--- config.mk ---
export PLATFORM = sky130hd
export DESIGN_NAME = adc_scan_top
export DESIGN_NICKNAME = d
export VERILOG_FILES = /design/src/source/adc_scan_pkg.sv /design/src/source/adc_channel_sequencer.sv /design/src/source/adc_result_bank.sv /design/src/source/adc_scan_top.sv /design/src/source/adc_spi_frame.sv
export SDC_FILE = /design/constraint.sdc
export NUM_CORES = 1
export LEC_CHECK = 0
export BUFFER_PORTS_ARGS = -buffer_cell sky130_fd_sc_hd__buf_2
export CELL_PAD_IN_SITES_DETAIL_PLACEMENT = 0
export CELL_PAD_IN_SITES_GLOBAL_PLACEMENT = 1
export CORE_AREA = 2 2 152 154
export DETAILED_ROUTE_END_ITERATION = 8
export DIE_AREA = 0 0 154 156
export HOLD_SLACK_MARGIN = 0.08
export PLACE_DENSITY = 0.57
export SLEW_MARGIN = 25
export SYNTH_ARGS = -nofsm -noshare
export SYNTH_HDL_FRONTEND = slang
export SYNTH_SLANG_ARGS = --single-unit
--- constraint.sdc ---
create_clock -name c1m -period 2.49 [get_ports c1m]
set_clock_uncertainty 0.05 [all_clocks]
set_input_delay 0.1245 -clock c1m [delete_from_list [all_inputs] [get_ports c1m]]
set_output_delay 0.1245 -clock c1m [all_outputs]
set_load 0.02 [all_outputs]
--- src/source/adc_scan_pkg.sv ---
package adc_scan_pkg;

	// ADC result bits per conversion.
	localparam int sample_width = 12;

	// Channel address width on the wire and on the host port.
	localparam int chan_width = 3;

	localparam int frame_clocks = 16;     // Serial clocks per frame.
	localparam int addr_first_clock = 2;  // Clock that carries the address MSB.
	localparam int data_first_clock = 4;  // Clock that carries sample bit 11.
	localparam int cs_idle_cycles = 2;    // Cycles with cs_n high between frames.

	// Each serial clock takes two c1m cycles, so one frame period is idle plus 32.
	localparam int frame_period = cs_idle_cycles + 2 * frame_clocks;
	localparam int frame_cnt_width = $clog2(frame_period);

endpackage

--- src/source/adc_channel_sequencer.sv ---
`timescale 1ns/100ps

module adc_channel_sequencer
#(
	parameter int NUM_CHANNELS = 7
)
(
	input  logic                                  c1m,
	input  logic                                  rst_n,
	input  logic                                  frame_done,
	input  logic [adc_scan_pkg::sample_width-1:0] frame_sample,
	output logic [adc_scan_pkg::chan_width-1:0]   addr_channel,
	output logic                                  wr_en,
	output logic [adc_scan_pkg::chan_width-1:0]   wr_channel,
	output logic [adc_scan_pkg::sample_width-1:0] wr_data
);

	localparam logic [adc_scan_pkg::chan_width-1:0] last_channel =
		adc_scan_pkg::chan_width'(NUM_CHANNELS - 1);

	logic [adc_scan_pkg::chan_width-1:0] prev_channel;
	logic                                first_frame;

	always_ff @(posedge c1m or negedge rst_n)
	begin
		if (!rst_n)
		begin
			addr_channel <= '0;
			prev_channel <= '0;
			first_frame  <= 1'b1;
			wr_en        <= 1'b0;
		end
		else
		begin
			wr_en <= frame_done && !first_frame;  // First frame returns no addressed data.
			if (frame_done)
			begin
				prev_channel <= addr_channel;
				first_frame  <= 1'b0;
				if (addr_channel == last_channel)
					addr_channel <= '0;
				else
					addr_channel <= addr_channel + 1'b1;
			end
		end
	end

	// The sample of this frame belongs to the address sent one frame earlier.
	always_ff @(posedge c1m)
	begin
		if (frame_done)
		begin
			wr_channel <= prev_channel;
			wr_data    <= frame_sample;
		end
	end

endmodule

--- src/source/adc_result_bank.sv ---
`timescale 1ns/100ps

module adc_result_bank
#(
	parameter int NUM_CHANNELS = 7
)
(
	input  logic                                  c1m,
	input  logic                                  rst_n,
	input  logic                                  wr_en,
	input  logic [adc_scan_pkg::chan_width-1:0]   wr_channel,
	input  logic [adc_scan_pkg::sample_width-1:0] wr_data,
	input  logic                                  rd_req,
	input  logic [adc_scan_pkg::chan_width-1:0]   rd_channel,
	output logic                                  rd_ack,
	output logic [adc_scan_pkg::sample_width-1:0] rd_data,
	output logic                                  rd_fresh
);

	logic [adc_scan_pkg::sample_width-1:0] samples [NUM_CHANNELS];
	logic [NUM_CHANNELS-1:0]               fresh;
	logic                                  rd_hit;
	logic                                  wr_hit;

	assign rd_hit = int'(rd_channel) < NUM_CHANNELS;
	assign wr_hit = int'(wr_channel) < NUM_CHANNELS;

	always_ff @(posedge c1m or negedge rst_n)
	begin
		if (!rst_n)
		begin
			rd_ack   <= 1'b0;
			rd_data  <= '0;
			rd_fresh <= 1'b0;
			fresh    <= '0;
			for (int i = 0; i < NUM_CHANNELS; i++)
				samples[i] <= '0;
		end
		else
		begin
			if (!rd_ack && rd_req)
			begin
				rd_ack <= 1'b1;
				if (rd_hit)
				begin
					rd_data           <= samples[rd_channel];  // Old value on a same-cycle write.
					rd_fresh          <= fresh[rd_channel];
					fresh[rd_channel] <= 1'b0;
				end
				else
				begin
					rd_data  <= '0;
					rd_fresh <= 1'b0;
				end
			end
			else if (rd_ack && !rd_req)
				rd_ack <= 1'b0;

			// Placed after the read so a new sample keeps its fresh flag.
			if (wr_en && wr_hit)
			begin
				samples[wr_channel] <= wr_data;
				fresh[wr_channel]   <= 1'b1;
			end
		end
	end

endmodule

--- src/source/adc_scan_top.sv ---
`timescale 1ns/100ps

module adc_scan_top
#(
	parameter int NUM_CHANNELS = 7
)
(
	input  logic                                  c1m,
	input  logic                                  rst_n,
	input  logic                                  dout,
	output logic                                  sclk,
	output logic                                  cs_n,
	output logic                                  din,
	input  logic                                  rd_req,
	input  logic [adc_scan_pkg::chan_width-1:0]   rd_channel,
	output logic                                  rd_ack,
	output logic [adc_scan_pkg::sample_width-1:0] rd_data,
	output logic                                  rd_fresh
);

	logic [adc_scan_pkg::chan_width-1:0]   addr_channel;
	logic                                  frame_done;
	logic [adc_scan_pkg::sample_width-1:0] frame_sample;
	logic                                  wr_en;
	logic [adc_scan_pkg::chan_width-1:0]   wr_channel;
	logic [adc_scan_pkg::sample_width-1:0] wr_data;

	adc_spi_frame adc_spi_frame_i (
		.c1m          (c1m),
		.rst_n        (rst_n),
		.dout         (dout),
		.addr_channel (addr_channel),
		.sclk         (sclk),
		.cs_n         (cs_n),
		.din          (din),
		.frame_done   (frame_done),
		.frame_sample (frame_sample)
	);

	adc_channel_sequencer #(
		.NUM_CHANNELS (NUM_CHANNELS)
	) adc_channel_sequencer_i (
		.c1m          (c1m),
		.rst_n        (rst_n),
		.frame_done   (frame_done),
		.frame_sample (frame_sample),
		.addr_channel (addr_channel),
		.wr_en        (wr_en),
		.wr_channel   (wr_channel),
		.wr_data      (wr_data)
	);

	adc_result_bank #(
		.NUM_CHANNELS (NUM_CHANNELS)
	) adc_result_bank_i (
		.c1m        (c1m),
		.rst_n      (rst_n),
		.wr_en      (wr_en),
		.wr_channel (wr_channel),
		.wr_data    (wr_data),
		.rd_req     (rd_req),
		.rd_channel (rd_channel),
		.rd_ack     (rd_ack),
		.rd_data    (rd_data),
		.rd_fresh   (rd_fresh)
	);

endmodule

--- src/source/adc_spi_frame.sv ---
`timescale 1ns/100ps

module adc_spi_frame
(
	input  logic                                  c1m,
	input  logic                                  rst_n,
	input  logic                                  dout,
	input  logic [adc_scan_pkg::chan_width-1:0]   addr_channel,
	output logic                                  sclk,
	output logic                                  cs_n,
	output logic                                  din,
	output logic                                  frame_done,
	output logic [adc_scan_pkg::sample_width-1:0] frame_sample
);

	localparam int cw = adc_scan_pkg::frame_cnt_width;
	localparam logic [cw-1:0] idle = cw'(adc_scan_pkg::cs_idle_cycles);
	localparam logic [cw-1:0] last = cw'(adc_scan_pkg::frame_period - 1);
	localparam logic [cw-2:0] addr_lo = (cw-1)'(adc_scan_pkg::addr_first_clock);
	localparam logic [cw-2:0] addr_hi =
		(cw-1)'(adc_scan_pkg::addr_first_clock + adc_scan_pkg::chan_width - 1);
	localparam logic [cw-2:0] data_lo = (cw-1)'(adc_scan_pkg::data_first_clock);

	logic [cw-1:0] cnt;
	logic [cw-1:0] cnt_nxt;
	logic [cw-1:0] half_cur;  // Half-clock index inside the frame.
	logic [cw-1:0] half_nxt;
	logic          addr_clock_nxt;
	logic          addr_load_nxt;
	logic          capture;
	logic [adc_scan_pkg::chan_width-1:0] addr_sh;

	always_comb
	begin
		if (cnt == last)
			cnt_nxt = '0;
		else
			cnt_nxt = cnt + 1'b1;
		half_cur = cnt - idle;
		half_nxt = cnt_nxt - idle;
		addr_clock_nxt = (cnt_nxt >= idle) && (half_nxt[cw-1:1] >= addr_lo) &&
			(half_nxt[cw-1:1] <= addr_hi);
		addr_load_nxt = addr_clock_nxt && !half_nxt[0];  // Low half of an address clock.
		// The cycle before sclk rises on a data clock.
		capture = (cnt >= idle) && !half_cur[0] && (half_cur[cw-1:1] >= data_lo);
	end

	always_ff @(posedge c1m or negedge rst_n)
	begin
		if (!rst_n)
		begin
			cnt        <= '0;
			cs_n       <= 1'b1;
			sclk       <= 1'b0;
			din        <= 1'b0;
			frame_done <= 1'b0;
			addr_sh    <= '0;
		end
		else
		begin
			cnt        <= cnt_nxt;
			cs_n       <= cnt_nxt < idle;
			sclk       <= (cnt_nxt >= idle) && half_nxt[0];
			frame_done <= cnt == last;  // Follows the final falling sclk edge.
			if (cnt_nxt == idle)
				addr_sh <= addr_channel;  // Address held for the whole frame.
			if (addr_load_nxt)
			begin
				din     <= addr_sh[adc_scan_pkg::chan_width-1];
				addr_sh <= addr_sh << 1;
			end
			else if (!addr_clock_nxt)
				din <= 1'b0;
		end
	end

	// dout was set up on the previous falling edge, MSB arrives first.
	always_ff @(posedge c1m)
	begin
		if (capture)
			frame_sample <= {frame_sample[adc_scan_pkg::sample_width-2:0], dout};
	end

endmodule

==> results of run 1 <==
[timing repair]
item                       CTS  global route
pin swaps                    8             0
buffers inserted             5             0
resized for setup           10             3
hold endpoints to repair   126             0
setup endpoints to repair    4             4
hold buffers                 3             0
[metal layers]
layer  vias up  routed length, um
met4         0                180
met5         -                  0
met2        51               6580
met1      1953               6670
li1       1793                  -
met3        15                464
[per-stage QoR]
stage	setup slack, ns	cell area [um2]
after detailed placement	-0.222	7250
after global routing	-0.196	7960
after global placement	-0.158	7250
after CTS	-0.0641	7950
final	-0.0547	7960
after floorplan	-0.139	6630
[critical path, stage by stage, from the launching register on]
cell      delay, ns
dfrtp_2        0.46
ha_4           0.18
and4bb_1       0.22
o21ai_1        0.13
buf_4          0.14
inv_4          0.04
ha_4           0.16
xnor2_2        0.13
xnor2_1        0.17
mux2i_1        0.26
a21oi_2        0.08
nand3b_4       0.11
mux2_4         0.30
[flip-flops by register name, indices dropped and copies added, names as in the netlist]
signal,count
adc_channel_sequencer_i.addr_channel,3
adc_channel_sequencer_i.first_frame,1
adc_channel_sequencer_i.prev_channel,3
adc_channel_sequencer_i.wr_channel,3
adc_channel_sequencer_i.wr_data,12
adc_channel_sequencer_i.wr_en,1
adc_result_bank_i.fresh,7
adc_result_bank_i.rd_ack,1
adc_result_bank_i.rd_data,12
adc_result_bank_i.rd_fresh,1
adc_result_bank_i.samples,84
adc_spi_frame_i.addr_sh,3
adc_spi_frame_i.cnt,6
adc_spi_frame_i.cs_n,1
adc_spi_frame_i.din,1
adc_spi_frame_i.frame_done,1
adc_spi_frame_i.frame_sample,12
adc_spi_frame_i.sclk,1
[final cells by class]
class,instances,area (um2)
Inverter,22,85.1
Clock buffer,19,443
Fill cell,2135,14400
Tap cell,285,357
Multi-Input combinational cell,264,2520
Sequential cell,153,3970
Clock inverter,13,151
Timing Repair Buffer,61,435
[cell families (layout without fill, tap and decap cells)]
logic type	after synthesis	in the layout	share of synthesized area
mux	118	118	0.222
xor+xnor	6	6	0.00796
buf+inv	50	115	0.0313
fa+ha+maj	6	6	0.0114
simple gates	66	66	0.0590
compound gates	68	68	0.0675
flops	153	153	0.601
[path summary, 6_finish.rpt]
check                                            startpoint                                   to  cells past startpoint
max                                  adc_spi_frame_i.cnt[0]           adc_spi_frame_i.addr_sh[1]                     12
min reg2reg                adc_spi_frame_i.frame_sample[11]  adc_channel_sequencer_i.wr_data[11]                      0
max in group asynchronous                             rst_n               adc_spi_frame_i.cnt[0]                      3
max reg2reg                          adc_spi_frame_i.cnt[0]           adc_spi_frame_i.addr_sh[1]                     12
min in group asynchronous                             rst_n        adc_result_bank_i.samples[74]                      3
min                                           rd_channel[2]           adc_result_bank_i.fresh[1]                      4
[power by group]
part           switching, uW  leakage, uW  internal (uW)
clock network            999     0.000290           1590
registers               47.0      0.00191           2640
logic                    322      0.00131            160
[synth_stat cells, drive strengths merged, types with 6 or more instances]
cell,instances,area (um2)
buf,10,56.3
clkbuf,18,67.6
dfrtp,124,3100
edfxtp,27,811
ha,6,75.1
inv,22,82.6
mux2,91,1030
mux2i,14,140
mux4,13,293
nand2,25,93.8
nand2b,9,56.3
nor2,7,36.3
o211ai,26,195
o21ai,26,130
==> flow_metrics.tcl, run 1 <==
set metrics [dict create \
    status "finished with violations" \
    failed_checks "setup timing" \
    postRouteAntennaNets 0 \
    drtIter0Drc 204 \
    r2r_setup_slack_ns -0.05 \
    htree_num_levels 4 \
    grt_start_max_net_pins 127 \
    cts_sinks 153 \
    crit_fanout 5 \
    rsz0062_at_grt "true" \
    grt_use_met2 0.201 \
    worst_slack_ns -0.0547 \
    cts_tree "yes" \
    final_common_cell "dfrtp_1" \
    cp.required_ns 2.74 \
    maxCapViolations 0 \
    endpoint_kind "flop" \
    most-common-layout-cells "dfrtp_1, mux2_2, buf_4" \
    final_util 0.356 \
    synth-edff-count 27 \
    hold_path_class "input port to flop" \
    slew-limit-headroom 0.498 \
    ys_types 50 \
    grt_overflow_total 0 \
    cp-start-kind "flop" \
    grt.total_usage 0.124 \
    tightest_slew_ns 0.754 \
    hold_viol 0 \
    antenna_found_initial 0 \
    grt_pass1_vias 4049 \
    routed_wl_mm 13.9 \
    root_buffer "clkbuf_16" \
    syn_inst 467 \
    layout-drive-gt1-share 0.410 \
    p_per_area_mw_per_mm2 724 \
    timing.hold.ws_ns 0.202 \
    async_flop_share 0.824 \
    cts_buffers 17 \
    core_mm2 0.0224 \
    cts_max_path_buffers 2 \
    grt_pass1_wl_mm 22.7 \
    hpwl_mm 8.43 \
    synth_area_mm2 0.00660 \
    crit_arrival_ns 2.80 \
    critPathKind "flop to flop" \
    firstDrtPassIters 4 \
    grt_use_met1 0.161 \
    ys_ff_latch 153 \
    p_leak_uw 0.00352 \
    synth_seq_area_share 0.601 \
    synthToLayoutAreaGrowth_pct 20.5 \
    num_rows 55 \
    dieArea_mm2 0.0240 \
    min_period_ns 2.54 \
    initial_utilization 0.295 \
    final-setup-viol-count 2 \
    grt_busiest_layer "met2" \
    ir_drop_uv 334 \
    wl_per_cell_um 17.0 \
    instances_no_fill 817 \
    grt_util_met3 0.0356 \
    tns_ns -0.108 \
    nets 532 \
    ys.flop_type "dfrtp_1" \
    timing.final.crit_share 1.02 \
    diodes 0 \
    route.detailed.drc 0 \
    finalPower_uw 5760 \
    clk_pin_slew_ns 0.06 \
    max_freq_mhz 393 \
    dp.cells 778 \
    routed_via_density 4.67 \
    io_buffers 23 \
    die_h_um 156 \
    synth_area_per_cell_um2 14.1 \
    globalplace.congestion 0.753 \
    io_pins 24 \
    slew_viol_final 0 \
    synth_warnings 0 \
    num_vias 3812 \
    dieWidth_um 154 \
    syn-num-nets 480 \
    worstSkewPairLatency_ns 0.42 \
]
Power figures use the tool's default switching activity.
==> run 2, diff against run 1 <==
Settings changed: MAX_ROUTING_LAYER set to met4.
==> flow_metrics.tcl, run 2 (same netlist as run 1, synthesis figures left out) <==
set metrics [dict create \
    most-common-layout-cells "dfrtp_1, mux2_2, buf_4" \
    wl_met2_mm 6.56 \
    cp-start-kind "flop" \
    htree_num_levels 4 \
    io_pins 24 \
    diodes 0 \
    cts_sinks 153 \
    postRouteAntennaNets 0 \
    p_per_area_mw_per_mm2 724 \
    max_freq_mhz 392 \
    die_h_um 156 \
    wl_met3_um 464 \
    failed_checks "setup timing" \
    fillers 2135 \
    initial_utilization 0.295 \
    timing.final.crit_share 1.02 \
    p_leak_uw 0.00352 \
    status "finished with violations" \
    grt_start_max_net_pins 127 \
    cts_buffers 17 \
    io_buffers 23 \
    largest_register "adc_result_bank_i.samples" \
    route.detailed.drc 0 \
    crit_arrival_ns 2.80 \
    dp.cells 778 \
    num_rows 55 \
    routed_via_density 4.66 \
    hpwl_mm 8.43 \
    endpoint_kind "flop" \
    worst_slack_ns -0.0580 \
    routed_wl_mm 13.9 \
    grt_overflow_total 0 \
    cts_max_path_buffers 2 \
    maxCapViolations 0 \
    hold_viol 0 \
    cp.required_ns 2.74 \
    nets 532 \
    slew-limit-headroom 0.483 \
    slew_viol_final 0 \
    synthToLayoutAreaGrowth_pct 20.5 \
    timing.hold.ws_ns 0.203 \
    clk_pin_slew_ns 0.06 \
    critPathKind "flop to flop" \
    antenna_found_initial 0 \
    worstSkewPairLatency_ns 0.42 \
    instances_no_fill 817 \
    tns_ns -0.114 \
    hold_path_class "input port to flop" \
    crit_fanout 5 \
    grt.total_usage 0.128 \
    largest_register_ff_count 84 \
    grt_pass1_vias 4050 \
    final-setup-viol-count 2 \
    firstDrtPassIters 4 \
    root_buffer "clkbuf_16" \
    wl_per_cell_um 17.0 \
    dieArea_mm2 0.0240 \
    met1_length_mm 6.72 \
    globalplace.congestion 0.762 \
    core_mm2 0.0224 \
    ir_drop_uv 334 \
    drtIter0Drc 233 \
    num_vias 3805 \
    grt_pass1_wl_mm 22.7 \
    dieWidth_um 154 \
    min_period_ns 2.55 \
    layout-drive-gt1-share 0.410 \
    tightest_slew_ns 0.775 \
    cts_tree "yes" \
    maxUsedRoutingLayer "met4" \
    final_common_cell "dfrtp_1" \
    rsz0062_at_grt "true" \
]
## run 2: metal layers
metal | up-vias | GRT usage
met5 | - | -
met4 | 0 | 0.0374
met3 | 14 | 0.0353
met2 | 52 | 0.201
met1 | 1947 | 0.161
li1 | 1792 | -
## run 2: worst paths after layout
check	depth (start not counted)	endpoint	from	slack, ns
max in group asynchronous	3	adc_spi_frame_i.cnt[0]	rst_n	1.46
min in group asynchronous	3	adc_result_bank_i.samples[74]	rst_n	0.23
min reg2reg	0	adc_channel_sequencer_i.wr_data[11]	adc_spi_frame_i.frame_sample[11]	0.38
max	12	adc_spi_frame_i.addr_sh[1]	adc_spi_frame_i.cnt[0]	-0.06
max reg2reg	12	adc_spi_frame_i.addr_sh[1]	adc_spi_frame_i.cnt[0]	-0.06
min	4	adc_result_bank_i.fresh[1]	rd_channel[2]	0.20
## run 2: final cells by class
cell class	count	area [um2]	area share
inverter	22	85.1	0.0107
clock inverter	13	151	0.0190
sequential	153	3970	0.499
clock buffer	19	443	0.0557
multi-input combinational	264	2520	0.316
tap	285	357	0.0448
timing repair buffer	61	435	0.0547
## run 2: power breakdown
part | leakage [uW] | switching, uW | internal, uW | total, uW
Clock | 0.000290 | 1000 | 1590 | 2590
Sequential | 0.00191 | 46.9 | 2640 | 2690
Combinational | 0.00131 | 321 | 160 | 481
Total | 0.00352 | 1370 | 4390 | 5760
## run 2: timing repair
action,CTS,global route
buffers inserted,5,0
hold buffers,3,0
endpoints found under the hold margin,126,0
endpoints found under the setup margin,4,4
pin swaps,8,0
resized for setup,10,3
## run 2: worst max-delay path, cell delays in order (launching register included)
cell	delay (ns)
dfrtp_2	0.46
ha_4	0.18
and4bb_1	0.22
o21ai_1	0.13
buf_4	0.14
inv_4	0.04
ha_4	0.16
xnor2_2	0.13
xnor2_1	0.17
mux2i_1	0.26
a21oi_2	0.08
nand3b_4	0.11
mux2_4	0.30
## run 2: stage by stage
stage               utilization  total power [uW]  area [um2]  setup slack (ns)
finish                    0.356              5760        7960           -0.0580
global placement          0.324              3210        7250            -0.158
CTS                       0.355              5860        7950           -0.0641
global route              0.356              6020        7960            -0.196
floorplan                     -              3010        6630            -0.139
detailed placement        0.324              3220        7250            -0.222
